===== src/hw/axil_sram_pkg.sv =====
`default_nettype none

package axil_sram_pkg;

  // ======================================
  // widths
  // ======================================
  localparam int axil_addr_w = 12;  // byte address on the bus
  localparam int axil_data_w = 16;
  localparam int addr_lsb    = 1;   // byte offset bits dropped
  localparam int sram_addr_w = axil_addr_w - addr_lsb;
  localparam int sram_depth  = 1 << sram_addr_w;

  localparam logic [1:0] resp_okay = 2'b00;

  typedef logic [axil_addr_w-1:0]   axil_addr_t;
  typedef logic [axil_data_w-1:0]   axil_data_t;
  typedef logic [axil_data_w/8-1:0] axil_strb_t;
  typedef logic [1:0]               axil_resp_t;
  typedef logic [sram_addr_w-1:0]   sram_addr_t;

  // ======================================
  // sram command, 30 bits
  // ======================================
  typedef struct packed {
    logic       we;     // write when set
    sram_addr_t addr;
    axil_data_t wdata;
    axil_strb_t wstrb;
  } sram_cmd_t;

  // adapter state machines
  typedef enum logic [1:0] {
    rd_idle,
    rd_cmd,
    rd_resp
  } rd_state_t;

  typedef enum logic [1:0] {
    wr_idle,
    wr_cmd,
    wr_bresp,
    wr_done
  } wr_state_t;

endpackage

`default_nettype wire


===== src/hw/sram_port_arb.sv =====
`default_nettype none
`timescale 1ns/1ps

module sram_port_arb (
  input  logic                     clk,
  input  logic                     rst_n,

  input  logic                     rd_valid,
  output logic                     rd_ready,
  input  axil_sram_pkg::sram_cmd_t rd_cmd,

  input  logic                     wr_valid,
  output logic                     wr_ready,
  input  axil_sram_pkg::sram_cmd_t wr_cmd,

  output logic                     mem_valid,
  input  logic                     mem_ready,
  output axil_sram_pkg::sram_cmd_t mem_cmd
);

  logic prio_wr;  // write side wins a tie
  logic locked;   // grant held until accepted
  logic lock_wr;
  logic sel_wr;

  // ======================================
  // grant select
  // ======================================
  always_comb begin
    if (locked) begin
      sel_wr = lock_wr;
    end else if (rd_valid && wr_valid) begin
      sel_wr = prio_wr;
    end else begin
      sel_wr = wr_valid;
    end
  end

  assign mem_valid = sel_wr ? wr_valid : rd_valid;
  assign mem_cmd   = sel_wr ? wr_cmd : rd_cmd;
  assign rd_ready  = !sel_wr && mem_ready;
  assign wr_ready  = sel_wr && mem_ready;

  always_ff @(posedge clk) begin
    if (!rst_n) begin
      prio_wr <= 1'b0;
      locked  <= 1'b0;
      lock_wr <= 1'b0;
    end else if (mem_valid) begin
      if (mem_ready) begin
        locked  <= 1'b0;
        prio_wr <= !sel_wr;  // other side goes first next time
      end else begin
        locked  <= 1'b1;
        lock_wr <= sel_wr;
      end
    end
  end

  // only one adapter is ever handed the port
  a_one_grant: assert property (@(posedge clk) disable iff (!rst_n)
    !(rd_ready && wr_ready));

endmodule

`default_nettype wire


===== config.mk =====
export PLATFORM = sky130hd
export DESIGN_NAME = sram_port_arb
export DESIGN_NICKNAME = d
export VERILOG_FILES = /design/src/hw/axil_sram_pkg.sv /design/src/hw/sram_port_arb.sv
export SDC_FILE = /design/constraint.sdc
export NUM_CORES = 1
export LEC_CHECK = 0
export BUFFER_PORTS_ARGS = -buffer_cell sky130_fd_sc_hd__buf_2
export CAP_MARGIN = 30
export CORE_MARGIN = 2
export CORE_UTILIZATION = 32
export DETAILED_ROUTE_END_ITERATION = 12
export GPL_TIMING_DRIVEN = 0
export PLACE_DENSITY = 0.93
export SYNTH_ARGS = -nofsm -noshare
export SYNTH_HDL_FRONTEND = slang
export SYNTH_SLANG_ARGS = --single-unit

===== constraint.sdc =====
create_clock -name clk -period 2 [get_ports clk]
set_input_delay 0.3 -clock clk [delete_from_list [all_inputs] [get_ports clk]]
set_output_delay 0.3 -clock clk [all_outputs]
set_load 0.05 [all_outputs]

==> out/metrics.cfg <==
[outcome]
status = finished clean

[job]
max-cap-violations = 0

[global_routing]
overflow = 0
grt_max_degree = 11
grtUsageMet2_pct = 36.7
grt_pass1_wl_um = 3810
grt-busiest-layer = met2
grtUsageTotal_pct = 20.0
grt_util_met3_pct = 5.15
grt_util_met1_pct = 20.4
first_global_vias = 810
antenna_found_initial = 0

[worst_setup_path]
worstSetupPathType = reg -> out
cp-start-kind = register
reg2regPathDepth = 3
reg2reg_slack_ns = 0.91
crit_family = buffers and inverters
r2r-end = prio_wr
cp.arrival_ns = 1.68
crit_fanout = 10
cp_cell_sequence = nand2b_1, a22o_4, buf_6, mux2_4, buf_4
crit_buf_inv = 2
reg2reg_from = lock_wr
worstPathRequired_ns = 1.70
slowest_delay_ns = 0.32
crit_path_end_kind = output port
slowest_stage = dfxtp_1

[cells_and_area]
final_nets = 224
stdcell_area_um2 = 1300
area_growth_pct = 95.1
layout-drive-gt1-share_pct = 86.1
final_common_cell = buf_2
antenna_cells = 0
layout_common_cells = 70 x buf_2, 28 x mux2_4, 24 x buf_4

[floorplan]
die_w_um = 49.6
dieArea_um2 = 2460
die_height_um = 49.6
io_pins = 98
initial_utilization_pct = 33.9
coreArea_um2 = 1960
rows = 16

[cts]
cts_root_buf = clkbuf_4
cts_tree = done
clk_latency_ns = 0.24
clock_path_buffers = 2
cts.sinks = 3
clk_pin_slew_worst_paths_ns = 0.05
htreeDepth = 1
post_cts_buffers = 0
cts_buffers = 3

[drt]
wirelength_um = 3040
wl_per_cell_um = 16.4
routed_via_density = 4.86
drt_first_pass_iters = 4
dr.first_iter.drc_count = 21
drc = 0
vias = 900
ant_nets = 0

[placed_design]
place_congestion = 0.716
port_buffers = 97
dpl.hpwl_um = 2320
placed_cell_area_um2 = 1180

[synth]
synth_cells = 57
ys_seq_area_share_pct = 9.02
ys_ff_latch = 3
yosysUniqueCellTypes = 17
yosysWarnings = 0
syn-num-nets = 122
netlist_area_um2 = 666
syn_area_per_cell_um2 = 11.7

[hold_path]
min_path_cells = 2
hp-class = in -> reg
hold_start = rst_n
hold_end = locked

[sta]
fmax_mhz = 506
fin_crit_sh_pct = 98.8
setup_viol = 0
hold_viol = 0
finalCriticalPeriod_ns = 1.98
worstMarginPinSlew_ns = 0.275
slew_violations = 0
whs_ns = 0.303
relSlewSlack_pct = 81.8
finClkSkew_ns = 0.00462

[power_and_ir_drop]
p_per_area_nw_per_um2 = 593
ir_drop_uv = 357
leakage_nw = 0.745

synth_stat cells:
| master | n | area, um^2 |
|---|---|---|
| a311oi_1 | 1 | 8.76 |
| nor2_1 | 5 | 18.8 |
| a211oi_1 | 1 | 7.51 |
| buf_6 | 3 | 33.8 |
| nor2b_1 | 1 | 6.26 |
| mux2i_1 | 2 | 20.0 |
| a21oi_1 | 1 | 5.00 |
| o21a_1 | 1 | 7.51 |
| mux2_4 | 28 | 420 |
| mux2_2 | 2 | 22.5 |
| o221a_2 | 1 | 11.3 |
| nand2_1 | 2 | 7.51 |
| a22o_2 | 1 | 10.0 |
| and2_1 | 2 | 12.5 |
| dfxtp_1 | 3 | 60.1 |
| nand2b_1 | 1 | 6.26 |
| inv_1 | 2 | 7.51 |
layer usage:
metal	vias up	routed length, um
met5	-	0
met3	13	219
met2	60	1580
li1	413	-
met4	0	131
met1	414	1110
power breakdown:
part           leakage (nW)  switching (mW)  internal (mW)
combinational         0.705           0.343          0.238
clock                0.0150          0.0423         0.0755
sequential           0.0251         0.00615         0.0650
timing repair:
item	CTS	global route
hold buffers	0	0
endpoints found under the setup margin	28	27
pin swaps	0	1
endpoints found under the hold margin	0	0
gates resized for setup	1	58
flip-flops by register name (all words and copies together), names as in the netlist:
signal   cells
prio_wr      1
locked       1
lock_wr      1
how the worst max path moves through the flow:
stage	from	endpoint	slack (ns)	depth (start not counted)
after global routing	prio_wr	mem_cmd[7]	-0.03	5
after global placement	wr_valid	mem_cmd[17]	0.18	6
after detailed placement	wr_valid	mem_cmd[24]	0.16	6
final	prio_wr	mem_cmd[7]	0.02	5
after CTS	prio_wr	mem_cmd[26]	0.009	5
after floorplan	locked	rd_ready	0.18	4
final cells by class:
class | instances | area (um^2)
Buffer | 3 | 33.8
Clock buffer | 4 | 26.3
Fill cell | 166 | 663
Inverter | 2 | 7.51
Multi-Input combinational cell | 49 | 572
Sequential cell | 3 | 61.3
Tap cell | 27 | 33.8
Timing Repair Buffer | 97 | 564
metrics by stage:
| step | cells | TNS, ns | utilization (%) | power, mW | setup slack (ns) |
|---|---|---|---|---|---|
| finish | 185 | 0 | 66.2 | 0.770 | 0.0232 |
| CTS | 185 | 0 | 61.8 | 0.724 | 0.00937 |
| detailed placement | 181 | 0 | 60.4 | 0.604 | 0.161 |
| global route | 185 | -0.248 | 66.2 | 0.799 | -0.0291 |
| floorplan | 57 | 0 | - | 0.474 | 0.177 |
| global placement | 181 | 0 | 60.4 | 0.590 | 0.181 |
kinds of logic (layout without fill, tap and decap cells):
family	after synthesis	after routing	share of synthesized area [%]
compound gates	6	6	7.52
buf+inv	5	106	6.20
flops	3	3	9.02
mux	32	32	69.5
simple gates	11	11	7.71
(Power assumes the default switching activity.)
