--- src/hw/axil_sram_pkg.sv ---
`default_nettype none

package axil_sram_pkg;

  // ======================================
  // widths
  // ======================================
  localparam int axil_addr_w = 12;  // byte address on the bus
  localparam int axil_data_w = 16;
  localparam int addr_lsb    = 1;   // byte offset bits dropped
  localparam int sram_addr_w = axil_addr_w - addr_lsb;
  localparam int sram_depth  = 1 << sram_addr_w;

  localparam logic [1:0] resp_okay = 2'b00;

  typedef logic [axil_addr_w-1:0]   axil_addr_t;
  typedef logic [axil_data_w-1:0]   axil_data_t;
  typedef logic [axil_data_w/8-1:0] axil_strb_t;
  typedef logic [1:0]               axil_resp_t;
  typedef logic [sram_addr_w-1:0]   sram_addr_t;

  // ======================================
  // sram command, 30 bits
  // ======================================
  typedef struct packed {
    logic       we;     // write when set
    sram_addr_t addr;
    axil_data_t wdata;
    axil_strb_t wstrb;
  } sram_cmd_t;

  // adapter state machines
  typedef enum logic [1:0] {
    rd_idle,
    rd_cmd,
    rd_resp
  } rd_state_t;

  typedef enum logic [1:0] {
    wr_idle,
    wr_cmd,
    wr_bresp,
    wr_done
  } wr_state_t;

endpackage

`default_nettype wire

--- src/hw/axil_sram_wr.sv ---
`default_nettype none
`timescale 1ns/1ps

module axil_sram_wr (
  input  logic                      clk,
  input  logic                      rst_n,

  input  logic                      awvalid,
  output logic                      awready,
  input  axil_sram_pkg::axil_addr_t awaddr,

  input  logic                      wvalid,
  output logic                      wready,
  input  axil_sram_pkg::axil_data_t wdata,
  input  axil_sram_pkg::axil_strb_t wstrb,

  output logic                      bvalid,
  input  logic                      bready,
  output axil_sram_pkg::axil_resp_t bresp,

  output logic                      cmd_valid,
  input  logic                      cmd_ready,
  output axil_sram_pkg::sram_cmd_t  cmd
);
  import axil_sram_pkg::*;

  wr_state_t state;
  sram_cmd_t cmd_q;
  logic      take;  // AW and W move together

  assign take    = (state == wr_idle) && awvalid && wvalid;
  assign awready = take;
  assign wready  = take;

  // ======================================
  // control
  // ======================================
  always_ff @(posedge clk) begin
    if (!rst_n) begin
      state  <= wr_idle;
      bvalid <= 1'b0;
    end else begin
      case (state)
        wr_idle: begin
          if (take) state <= wr_cmd;
        end
        wr_cmd: begin
          if (cmd_ready) state <= wr_bresp;
        end
        wr_bresp: begin
          bvalid <= 1'b1;  // one edge after the memory took it
          state  <= wr_done;
        end
        wr_done: begin
          if (bready) begin
            bvalid <= 1'b0;
            state  <= wr_idle;
          end
        end
        default: state <= wr_idle;
      endcase
    end
  end

  // command payload
  always_ff @(posedge clk) begin
    if (take) begin
      cmd_q.we    <= 1'b1;
      cmd_q.addr  <= awaddr[axil_addr_w-1:addr_lsb];
      cmd_q.wdata <= wdata;
      cmd_q.wstrb <= wstrb;
    end
  end

  assign cmd_valid = (state == wr_cmd);
  assign cmd       = cmd_q;
  assign bresp     = resp_okay;

  // B may only open once the write has left for the memory
  a_b_after_cmd: assert property (@(posedge clk) disable iff (!rst_n)
    $rose(bvalid) |-> !cmd_valid && $past(!cmd_valid));

endmodule

`default_nettype wire

--- config.mk ---
export PLATFORM = sky130hd
export DESIGN_NAME = axil_sram_wr
export DESIGN_NICKNAME = d
export VERILOG_FILES = /design/src/hw/axil_sram_pkg.sv /design/src/hw/axil_sram_wr.sv
export SDC_FILE = /design/constraint.sdc
export NUM_CORES = 1
export LEC_CHECK = 0
export BUFFER_PORTS_ARGS = -buffer_cell sky130_fd_sc_hd__buf_2
export CORE_MARGIN = 2
export CORE_UTILIZATION = 37
export DETAILED_ROUTE_END_ITERATION = 12
export GPL_ROUTABILITY_DRIVEN = 0
export PLACE_DENSITY_LB_ADDON = 0.05
export SYNTH_ARGS = -nofsm -noshare
export SYNTH_HDL_FRONTEND = slang
export SYNTH_SLANG_ARGS = --single-unit
--- constraint.sdc ---
create_clock -name clk -period 1.9 [get_ports clk]
set_input_delay 0.38 -clock clk [delete_from_list [all_inputs] [get_ports clk]]
set_output_delay 0.38 -clock clk [all_outputs]
set_load 0.02 [all_outputs]
==> run metrics <==
area of the multi-input gates=around 150 sq um; CP Buf/Inv Count=2; prevailing post-synth register cell=edfxtp_1; number of diodes=0; Synth cell types=15; initial core utilization=39.92%; Crit path depth=4; CP arrival=1370 ps; GRT Resource Usage Total=11.37%; top cells by count, synth=edfxtp_1 (29), buf_4 (4), ha_1 (4), inv_1 (4), nand2_1 (4); Root Driver=clkbuf_4; Final nets=about 170; share of flip-flops with an asynchronous set or reset=0%; filler instances=between 200 and 300; Worst Hold Class=in -> reg; full die area=between 0.003 and 0.004 sq mm; Detailed Route Iter0 Violations=10; post-DP HPWL=1470 microns; initial antenna violation count=0; FP Rows=19; Power Density=1152 mW/mm^2; vias in the first global route=637; setup TNS=0 ps; CP startpoint=state[1]; mean post-synth cell area=18.98 sq um; remaining global-route overflow=0; max-slew violations=0; pre-CTS setup slack=407.5 ps; Routed Antenna Nets=0; slowest cell on the critical path=dfxtp_1; Seq cells post-synth=32; post-CTS setup buffer count=0; r2r setup slk=460 ps; worst vdd ir=0.5591 mV; register clock-pin slew on the reported worst setup and hold paths=90 ps; outcome=finished, final reports clean; post-synth top area cell=edfxtp_1; ranking of synthesized cells by area=edfxtp_1 (78%), dfxtp_1 (5.4%), ha_1 (4.5%), buf_4 (2.7%), inv_1 (1.3%); EDFF count, synth=29; vias per std cell=~4.4; reg2reg start=state[1]; CP Class=reg -> out; I/O pin total=72; clk_lat worst skew=310 ps; synthesized cell area=around 0.0011 sq mm; TritonCTS clock tree=built; cell count after synthesis=between 50 and 60; Synth top area share=between 70 and 80%; fmax=570.8 MHz; # clock sinks=32; CP max stage delay=350 ps; Worst EP required=1520 ps; Worst Setup End Kind=primary output; die width=a little under 60 microns; layout cells sized above 1=between 50% and 60%; Yosys Warn Count=0; clk_skew=roughly 7.6 ps; fin util=a little over half; crit-path leading delay family=flip-flops; worst reg-to-reg path cell count=4; Setup crit end=wready; IO Port Bufs=67; crit share post-route=92.21%; RSZ-0062 raised after global routing=no; worst r2r dst=state[1]; First-pass DRT Iterations=4; count leader, synth=edfxtp_1; DR WL/cell=11.66 microns; DRC errors left=0; Final setup viols=0; flip-flop and latch area=about 930 sq um; CP max FO=8; largest net degree at the start of global routing=16; cell breakdown of the critical path=inv_1 -> ha_1 -> and3_4 -> buf_2; Max Cap Viol=0; first-pass GRT wire length=2704 microns; Leakage Power=0.6886 nW; endpoints failing hold=0; fin crit period=approximately 1800 ps; H-tree levels=2; Max Root-Sink Buffers=2; Die H=between 50 and 60 microns; post-synthesis sequential area ratio=83.13%; TritonCTS Buffers=5; Worst setup SP type=flop; Area Overhead vs Synth=37.32%; Core Box Area=0.002805 sq mm; PnR worst setup slack=147.9 ps; WL final=1912 microns; Vias=715
## worst register-to-register path: stages, from the launching register on
cell	delay, ps
dfxtp_1	380
inv_1	80
ha_1	210
a222oi_1	470
mux2i_1	240
## per-stage QoR
stage / cell area, sq um / hold WS (ps) / std cells / total power [mW]
floorplan: 1125 / 467.7 / 60 / 1.277
finish: 1538 / 233.3 / 164 / 1.772
detailed placement: 1484 / 499.4 / 156 / 1.442
global route: 1538 / 199.3 / 164 / 1.878
CTS: 1533 / 205.9 / 164 / 1.801
global placement: 1484 / 486.4 / 156 / 1.436
## power by group
part | switching [mW] | internal [mW] | total [mW]
combinational | 0.302 | 0.187 | 0.490
sequential | 0.0372 | 0.900 | 0.937
clock | 0.202 | 0.142 | 0.344
## registers in the layout, summed over array words and instances (netlist names)
name    cells
bvalid      1
cmd        29
state       2
## cells by family (layout without fill, tap and decap cells)
family	after synthesis	count (layout)	synth area share (%)
other	2	3	0.6706
AND/OR/NAND/NOR	8	8	3.576
AO/OA/AOI/OAI	4	4	3.240
adder cells (fa/ha/maj)	4	4	4.469
buffers and inverters	8	81	4.022
flip-flops	32	32	83.13
multiplexers	1	1	0.8939
## layer usage
layer,global-route usage (%),up-vias,wire length [microns]
li1,-,354,-
met4,5.844,0,30
met3,6.550,4,214
met2,17.94,43,923
met1,12.08,314,743
met5,0,-,0
## area by class of cell
cell class / instances / share of cell area (%)
Clock inverter: 1 / 0.2441
Tap cell: 31 / 2.522
Multi-Input combinational cell: 20 / 9.927
Inverter: 4 / 0.9764
Timing Repair Buffer: 69 / 22.78
Sequential cell: 32 / 60.62
Clock buffer: 7 / 2.929
## timing repair
action,CTS,global route
resized for setup,0,2
setup endpoints to repair,0,2
endpoints found under the hold margin,0,0
hold buffers,0,0
## cell usage in the layout (no fill, tap or decap), drive strengths merged
cell type,Yosys,layout
and3,1,1
inv,4,4
a21oi,1,1
a222oi,1,1
nor2b,2,2
conb,2,3
ha,4,4
dfxtp,3,3
o221a,1,1
clkinv,0,1
clkbuf,0,7
mux2i,1,1
nand2,4,4
buf,4,69
edfxtp,29,29
or2,1,1
a22o,1,1
## how the worst min path moves through the flow
stage	depth (start not counted)	from	to
after CTS	1	wdata[8]	cmd[10]
after detailed placement	2	state[1]	state[1]
after global placement	2	bvalid	bvalid
after floorplan	2	state[1]	state[1]
final	1	wdata[8]	cmd[10]
after global routing	1	wstrb[1]	cmd[1]
No activity file was read; power rests on OpenSTA's default activity.
