### src/hw/axil_sram_pkg.sv
`default_nettype none

package axil_sram_pkg;

  // ======================================
  // widths
  // ======================================
  localparam int axil_addr_w = 12;  // byte address on the bus
  localparam int axil_data_w = 16;
  localparam int addr_lsb    = 1;   // byte offset bits dropped
  localparam int sram_addr_w = axil_addr_w - addr_lsb;
  localparam int sram_depth  = 1 << sram_addr_w;

  localparam logic [1:0] resp_okay = 2'b00;

  typedef logic [axil_addr_w-1:0]   axil_addr_t;
  typedef logic [axil_data_w-1:0]   axil_data_t;
  typedef logic [axil_data_w/8-1:0] axil_strb_t;
  typedef logic [1:0]               axil_resp_t;
  typedef logic [sram_addr_w-1:0]   sram_addr_t;

  // ======================================
  // sram command, 30 bits
  // ======================================
  typedef struct packed {
    logic       we;     // write when set
    sram_addr_t addr;
    axil_data_t wdata;
    axil_strb_t wstrb;
  } sram_cmd_t;

  // adapter state machines
  typedef enum logic [1:0] {
    rd_idle,
    rd_cmd,
    rd_resp
  } rd_state_t;

  typedef enum logic [1:0] {
    wr_idle,
    wr_cmd,
    wr_bresp,
    wr_done
  } wr_state_t;

endpackage

`default_nettype wire

### src/hw/axil_sram_rd.sv
`default_nettype none
`timescale 1ns/1ps

module axil_sram_rd (
  input  logic                      clk,
  input  logic                      rst_n,

  input  logic                      arvalid,
  output logic                      arready,
  input  axil_sram_pkg::axil_addr_t araddr,

  output logic                      rvalid,
  input  logic                      rready,
  output axil_sram_pkg::axil_data_t rdata,
  output axil_sram_pkg::axil_resp_t rresp,

  output logic                      cmd_valid,
  input  logic                      cmd_ready,
  output axil_sram_pkg::sram_cmd_t  cmd,

  input  logic                      resp_valid,
  output logic                      resp_ready,
  input  axil_sram_pkg::axil_data_t resp_data
);
  import axil_sram_pkg::*;

  rd_state_t  state;
  sram_addr_t addr_q;  // word address of the pending read

  // ======================================
  // control
  // ======================================
  always_ff @(posedge clk) begin
    if (!rst_n) begin
      state   <= rd_idle;
      arready <= 1'b0;
    end else begin
      case (state)
        rd_idle: begin
          if (arvalid && arready) begin
            arready <= 1'b0;
            state   <= rd_cmd;
          end else begin
            arready <= 1'b1;  // comes up one cycle out of reset
          end
        end
        rd_cmd: begin
          if (cmd_ready) state <= rd_resp;
        end
        rd_resp: begin
          if (rvalid && rready) begin
            arready <= 1'b1;
            state   <= rd_idle;
          end
        end
        default: state <= rd_idle;
      endcase
    end
  end

  always_ff @(posedge clk) begin
    if (arvalid && arready) addr_q <= araddr[axil_addr_w-1:addr_lsb];
  end

  assign cmd_valid = (state == rd_cmd);
  assign cmd       = '{we: 1'b0, addr: addr_q, wdata: '0, wstrb: '0};

  // response goes straight through to R
  assign rvalid     = resp_valid;
  assign rdata      = resp_data;
  assign rresp      = resp_okay;
  assign resp_ready = rready;

  a_cmd_stable: assert property (@(posedge clk) disable iff (!rst_n)
    cmd_valid && !cmd_ready |=> cmd_valid && $stable(cmd));

endmodule

`default_nettype wire

### config.mk
export PLATFORM = sky130hd
export DESIGN_NAME = axil_sram_rd
export DESIGN_NICKNAME = d
export VERILOG_FILES = /design/src/hw/axil_sram_pkg.sv /design/src/hw/axil_sram_rd.sv
export SDC_FILE = /design/constraint.sdc
export NUM_CORES = 1
export LEC_CHECK = 0
export ABC_AREA = 0
export ABC_CLOCK_PERIOD_IN_PS = 2380
export BUFFER_PORTS_ARGS = -buffer_cell sky130_fd_sc_hd__buf_2
export CORE_MARGIN = 8
export CORE_UTILIZATION = 36
export DETAILED_ROUTE_END_ITERATION = 12
export HOLD_SLACK_MARGIN = 0.12
export PLACE_DENSITY = 0.83
export RECOVER_POWER = 100
export SLEW_MARGIN = 15
export SYNTH_ARGS = -nofsm -noshare
export SYNTH_HDL_FRONTEND = slang
export SYNTH_SLANG_ARGS = --single-unit
### constraint.sdc
create_clock -name clk -period 2.38 [get_ports clk]
set_clock_uncertainty 0.1 [all_clocks]
set_input_delay 0 -clock clk [delete_from_list [all_inputs] [get_ports clk]]
set_output_delay 0 -clock clk [all_outputs]
set_load 0.02 [all_outputs]
==> summary.txt, run 1 <==
STA
  – RSZ-0062 raised after global routing: false
  – Highest Clock Rate: 0.607 GHz
  – TNS Setup: 0 ns
  – Slew Viols, Final: 0
  – Setup violations, final: 0
  – WHS: 0.188 ns
  – Final Hold Vio Count: 0
  – Period utilization: 69.2%
  – Actual slew at the worst max-slew pin: between 0.6 and 0.7 ns
  – Fin crit period: 1.65 ns
  – Max_slew headroom: 56.2%
  – Setup WS post-layout: 0.733 ns

Yosys
  – Seq cells post-synth: 14
  – Synth area leaders: edfxtp_1 41%, buf_4 37%, dfxtp_1 7.5%, a21boi_4 2.3%, a2111oi_2 1.9%
  – Syn Inst Count: 67
  – Yosys top cell area share: approximately two fifths
  – Post-synth design cell area: 800 um^2
  – YS warnings: 0
  – Syn Area/Cell: between 10 and 15 um^2
  – Area leader, netlist: edfxtp_1
  – Register area share after synthesis: 48.8%
  – Post-synthesis cell type count: 15

Cells and area
  – Post-route core utilization: 51.4%
  – Most frequent cells in the layout: 33 x dlygate4sd3_1, 21 x conb_1, 16 x buf_2, 15 x clkbuf_1, 11 x edfxtp_1
  – Antenna Cells: 0
  – Layout cells sized above 1: 18.1%
  – Most common cell after layout, fill and taps aside: dlygate4sd3_1
  – Area grow syn2layout: 38.0%
  – Fillers: 207
  – Non-filler cells, final: approximately 140
  – Fin nets: 151

CTS
  – Clock buffer count from CTS: 3
  – CTS root buffer: clkbuf_4
  – Clk pin slew, worst setup/hold paths: 0.08 ns
  – H-tree depth: 1
  – CTS sink cnt: 14
  – Post-CTS Setup Inserts: 0
  – Max Root-Sink Buffers: 2
  – Worst skew pair latency: approximately 0.27 ns
  – CTS tree: built

Worst setup path
  – Worst reg2reg path endpoint: arready$_SDFFE_PN0P_
  – Critical Path Max Stage Delay: 0.61 ns
  – Critical path required time: 2.50 ns
  – Endpoint class of the critical path: flop
  – R2R cell count: 3
  – Critical path type: reg -> reg
  – Critical Path AT: 1.77 ns
  – R2r setup slk: 0.73 ns
  – Setup crit start kind: flop
  – Slowest cell on the critical path: dlygate4sd3_1
  – Start of the worst register-to-register path: state[1]$_SDFFE_PN0P_
  – Crit Path Max Fanout: 4
  – Crit-path cells: and4bb_1 -> a2111oi_0 -> dlygate4sd3_1

Global route
  – Global route total overflow: 0
  – Vias in the first global route: 664
  – Largest net degree at the start of global routing: 12
  – Initial antenna violation count: 0
  – First-pass GRT wire length: between 3000 and 4000 um
  – GRT Resource Usage Total: 10.0%

Floorplanning
  – Initial core utilization: 37.2%
  – # rows: 17
  – DIE AREA: approximately 0.004 mm^2
  – Io pins: 86
  – Core area: about 0.0021 mm^2
  – Die height: 63.1 um
  – Die Span X: between 60 and 70 um

Place
  – Placed Cells: about 110
  – Pre-CTS setup slack: 1.08 ns
  – Routability congestion estimate: 0.703
  – IO buf count: 31
  – DP HPWL: 1180 um

Min path
  – Hold Path Depth: 2
  – Hold WC Path Type: in -> out
  – Worst Hold Launch: resp_valid
  – Worst Hold Endpoint: rvalid

Status
  – Outcome: finished, final reports clean

Power
  – Worst vdd ir: around 0.26 mV
  – P per Cell Area: approximately 520 mW/mm^2
  – Leak: about 0.48 nW

Drt
  – DRC: 0
  – Via density: 3.82
  – WL per Instance: around 15 um
  – Total number of vias: 550
  – Routed Antenna Nets: 0
  – DRT Pass-1 Iters: 3
  – Final wirelength: approximately 2100 um
  – Detailed Route Iter0 Violations: 18

Job
  – Max_cap viols: 0
-- cell type report --
class | count | area [um^2] | share of cell area, %
sequential | 14 | 390 | 35.4
multi-input combinational | 32 | 178 | 16.1
clock buffer | 3 | 22.5 | 2.04
inverter | 2 | 7.51 | 0.680
tap | 28 | 35.0 | 3.17
clock inverter | 1 | 3.75 | 0.340
timing repair buffer | 64 | 467 | 42.3
-- sequential cells by signal, indices dropped and copies added (netlist names) --
signal / cells
addr_q: 11
state: 2
arready: 1
-- worst max-delay path by stage --
stage	start	to	slack [ns]	depth (start not counted)
2_1_floorplan	arready$_SDFFE_PN0P_	addr_q[0]$_DFFE_PP_	1.06	1
3_3_place_gp	arready$_SDFFE_PN0P_	addr_q[2]$_DFFE_PP_	1.13	1
3_5_place_dp	arready$_SDFFE_PN0P_	addr_q[7]$_DFFE_PP_	1.08	1
4_1_cts	state[1]$_SDFFE_PN0P_	arready$_SDFFE_PN0P_	0.78	3
5_1_grt	state[0]$_SDFFE_PN0P_	arready$_SDFFE_PN0P_	0.62	3
6_report	state[1]$_SDFFE_PN0P_	arready$_SDFFE_PN0P_	0.73	3
-- synth_stat cells --
| cell type | n |
|---|---|
| nand2b_1 | 1 |
| and2b_1 | 1 |
| a32o_2 | 1 |
| and2_1 | 1 |
| and4bb_1 | 1 |
| edfxtp_1 | 11 |
| dfxtp_1 | 3 |
| a211oi_1 | 1 |
| nand3b_1 | 1 |
| conb_1 | 1 |
| buf_4 | 39 |
| a2111oi_2 | 1 |
| inv_1 | 2 |
| nor2b_1 | 2 |
| a21boi_4 | 1 |
-- cells by family after synthesis --
| kind of cell | Yosys count | share of synthesized area, % |
|---|---|---|
| buffers and inverters | 41 | 37.6 |
| other | 1 | 0.469 |
| flip-flops | 14 | 48.8 |
| AND/OR/NAND/NOR | 7 | 6.57 |
| AO/OA/AOI/OAI | 4 | 6.57 |
-- routing by layer --
layer	share of wire, %	global-route usage [%]	vias up
met2	52	18.1	53
met5	0	0	-
met4	1.2	5.13	0
met3	12	4.95	4
li1	-	-	260
met1	35	9.03	233
-- critical path: cells and delay by family (launching register included) --
family,cells,cell delay [ns]
AOI/OAI and AO/OA,1,0.27
DFF,1,0.39
buffers and inverters,1,0.61
and+or+nand+nor,1,0.22
-- power breakdown --
group / total, W / internal (W) / switching [W]
Combinational: 0.000154 / 0.0000586 / 0.0000952
Clock: 0.000131 / 0.0000607 / 0.0000707
Sequential: 0.000286 / 0.000279 / 0.00000693
-- stage by stage --
stage	cell area [um^2]	total power [W]
after floorplan	875	0.000421
after global placement	772	0.000381
after detailed placement	772	0.000383
after CTS	1130	0.000578
after global routing	1100	0.000594
final	1100	0.000571
-- repair_timing --
| item | 4_1_cts | 5_1_grt |
|---|---|---|
| endpoints found under the hold margin | 30 | 0 |
| resized for setup | 0 | 0 |
| hold buffers | 33 | 0 |
| endpoints found under the setup margin | 0 | 0 |
(Power assumes the default switching activity.)
==> run 2: changes to the inputs <==
--- a/config.mk
+++ b/config.mk
@@ -5,14 +5,14 @@
 export SDC_FILE = /design/constraint.sdc
 export NUM_CORES = 1
 export LEC_CHECK = 0
-export ABC_AREA = 0
-export ABC_CLOCK_PERIOD_IN_PS = 2380
+export ABC_AREA = 1
+export ABC_CLOCK_PERIOD_IN_PS = 1700
 export BUFFER_PORTS_ARGS = -buffer_cell sky130_fd_sc_hd__buf_2
 export CORE_MARGIN = 8
-export CORE_UTILIZATION = 36
+export CORE_UTILIZATION = 33
 export DETAILED_ROUTE_END_ITERATION = 12
 export HOLD_SLACK_MARGIN = 0.12
-export PLACE_DENSITY = 0.83
+export PLACE_DENSITY = 0.78
 export RECOVER_POWER = 100
 export SLEW_MARGIN = 15
 export SYNTH_ARGS = -nofsm -noshare
==> constraint.sdc (replaced) <==
create_clock -name clk -period 1.7 [get_ports clk]
set_clock_uncertainty 0.1 [all_clocks]
set_input_delay 0 -clock clk [delete_from_list [all_inputs] [get_ports clk]]
set_output_delay 0 -clock clk [all_outputs]
set_load 0.02 [all_outputs]
==> run 2 against run 1 <==
Sequential power increased by 39%. Critical path type unchanged. Cell area decreased by 2.5%. Sequential share of layout area increased by 0.91 points. Largest cell class unchanged. Flip-flop and latch count unchanged. Via count increased by 9.8%.
==> summary.txt, run 2 <==
Cells and area
  – Fin nets: 158
  – Most common cell after layout, fill and taps aside: dlygate4sd3_1
  – Non-filler cells, final: 151
  – Layout cells sized above 1: 16.3%
  – Area grow syn2layout: 38.3%
  – Antenna Cells: 0
  – Max reg flops: 11
  – Most frequent cells in the layout: 32 x dlygate4sd3_1, 21 x conb_1, 16 x clkbuf_1, 16 x buf_2, 11 x edfxtp_1
  – Top Registers: addr_q (11), state (2), arready (1)
  – Reg with most FFs: addr_q

Worst setup path
  – Crit Path Max Fanout: 6
  – Critical path type: reg -> reg
  – Crit path max-delay family: buffers and inverters
  – Crit path to: state[1]$_SDFFE_PN0P_
  – CP bufs+invs: 1
  – R2R cell count: 3
  – Critical Path Max Stage Delay: 0.56 ns
  – Crit-path cells: nand3_1 -> a21oi_1 -> dlygate4sd3_1
  – Endpoint class of the critical path: flop
  – Critical path required time: 1.82 ns
  – Worst reg2reg path endpoint: state[1]$_SDFFE_PN0P_
  – R2r setup slk: 0.25 ns
  – CP Launch Point: state[0]$_SDFFE_PN0P_
  – Critical Path AT: roughly 1.6 ns
  – Start of the worst register-to-register path: state[0]$_SDFFE_PN0P_
  – Setup crit start kind: flop
  – Slowest cell on the critical path: dlygate4sd3_1
  – Cell count along the critical path: 3

Power
  – Clock power frac: 23.6%
  – Worst vdd ir: 0.440 mV
  – Switch Pwr: around 0.00024 W
  – Combinational power share: 26.6%
  – P per Cell Area: roughly 740 mW/mm^2
  – Internal power: 0.000556 W
  – Sequential Power Share: 49.9%
  – Leak: around 0.48 nW
  – Sw Share: 30.4%

Yosys
  – Seq cells post-synth: 14
  – Synth area leaders: edfxtp_1 42%, buf_4 38%, dfxtp_1 7.7%, inv_1 2.9%, nand3_1 1.9%
  – Syn Inst Count: 75
  – Ys async rst share: 0%
  – Commonest cells post-synth: 39 x buf_4, 11 x edfxtp_1, 6 x inv_1
  – Predominant post-synthesis flop cell: edfxtp_1
  – YS warnings: 0
  – Area leader, netlist: edfxtp_1
  – Post-synth design cell area: 778 um^2
  – Post-synthesis cell type count: 12
  – Syn Area/Cell: 10.4 um^2
  – Register area share after synthesis: 50.2%
  – Yosys top cell area share: between 40 and 50%
  – Post-synth EDFFs: 11
  – Most common cell in the netlist: buf_4

Floorplanning
  – Die height: between 60 and 70 um
  – Io pins: 86
  – # rows: 17
  – Die Span X: 64.6 um
  – DIE AREA: 0.00417 mm^2
  – Initial core utilization: between 30% and 40%
  – Core area: 0.00221 mm^2

Drt
  – Via density: 4.00
  – WL per Instance: about 15 um
  – Final wirelength: 2220 um
  – Routed Antenna Nets: 0
  – DRT Pass-1 Iters: 4
  – Detailed Route Iter0 Violations: 16
  – DRC: 0
  – Total number of vias: about 600

Place
  – DP HPWL: between 1000 and 1500 um
  – Routability congestion estimate: just over 0.7
  – IO buf count: 31
  – Placed Cells: approximately 120

CTS
  – Clock buffer count from CTS: 3
  – Clk pin slew, worst setup/hold paths: 0.07 ns
  – CTS tree: built
  – CTS sink cnt: 14
  – CTS root buffer: clkbuf_4
  – Post-CTS Setup Inserts: 0
  – Worst skew pair latency: 0.28 ns
  – Max Root-Sink Buffers: 2
  – H-tree depth: 1

Global route
  – First-pass GRT wire length: 3480 um
  – Met2 usage in global routing: 18.0%
  – Largest net degree at the start of global routing: 13
  – GRT busiest layer: met2
  – Global route total overflow: 0
  – Met1 GRT Util: a little under a tenth
  – Met3 Use GR: 6.87%
  – Vias in the first global route: 741
  – Initial antenna violation count: 0
  – GRT Resource Usage Total: between 10% and 20%

Min path
  – Hold WC Path Type: in -> out

STA
  – Final Hold Vio Count: 0
  – Period utilization: 85.4%
  – Slew Viols, Final: 0
  – TNS Setup: 0 ns
  – Setup violations, final: 0
  – RSZ-0062 raised after global routing: false
  – Highest Clock Rate: 0.689 GHz
  – Fin crit period: roughly 1.5 ns

Job
  – Max_cap viols: 0

Status
  – Outcome: finished, final reports clean
## run 2: cell types whose count changed after synthesis, moves of 2 or more
cell     previous run  this run
inv_1               2         6
nor2_1              0         4
nand2_1             0         3
nand3_1             0         3
a21oi_1             0         2
nor2b_1             2         0
## run 2: power groups by stage
stage               sequential (W)  combinational, W  clock (W)
global placement          0.000404          0.000124          0
floorplan                 0.000424          0.000160          0
global route              0.000400          0.000229   0.000208
CTS                       0.000397          0.000215   0.000193
finish                    0.000398          0.000212   0.000188
detailed placement        0.000405          0.000127          0
## run 2: cell type report
class                      instances  area, um^2
clock buffer                       4        26.3
fill                             210        1140
inverter                           6        22.5
multi-input combinational         36         145
sequential                        14         390
tap                               28        35.0
timing repair buffer              63         457
## run 2: what timing repair did
item / in CTS / in global routing
gates resized for setup: 0 / 0
hold buffers: 32 / 0
hold endpoints to repair: 30 / 0
## run 2: worst reg2reg max path: cells and delay by family (launching register included)
family | cells | cell delay, ns
DFF | 1 | 0.44
buffers and inverters | 1 | 0.56
AOI/OAI and AO/OA | 1 | 0.17
and+or+nand+nor | 1 | 0.13
## run 2: worst min path at each step
stage	from	to	slack [ns]	cells past startpoint
after floorplan	araddr[1]	addr_q[0]$_DFFE_PP_	-0.001	0
after global placement	resp_data[14]	rdata[14]	-0.1	0
after detailed placement	resp_data[14]	rdata[14]	-0.1	0
after CTS	resp_valid	rvalid	0.14	2
after global routing	resp_valid	rvalid	0.18	2
final	resp_valid	rvalid	0.17	2
## run 2: per-stage QoR
| stage | setup slack [ns] | utilization, % | total power, W | instance area [um^2] | hold WS [ns] |
|---|---|---|---|---|---|
| CTS | 0.270 | 49.6 | 0.000806 | 1100 | 0.144 |
| global route | 0.173 | 48.6 | 0.000837 | 1080 | 0.179 |
| global placement | 0.548 | 33.9 | 0.000528 | 751 | -0.0999 |
| detailed placement | 0.501 | 33.9 | 0.000532 | 751 | -0.0999 |
| finish | 0.248 | 48.6 | 0.000799 | 1080 | 0.167 |
| floorplan | 0.478 | - | 0.000585 | 853 | -0.00113 |
## run 2: kinds of logic (layout without fill, tap and decap cells)
group,after synthesis,after routing,synth area share (%)
buf+inv,45,73,40.5
flops,14,14,50.2
simple gates,12,12,6.91
compound gates,3,3,1.93
other cells,1,21,0.482
## run 2: layer usage
layer	part of all wire (%)	vias to the layer above	routed length, um
li1	-	273	-
met5	0	-	0
met4	1.9	0	42
met3	17	5	386
met1	35	259	777
met2	46	67	1020
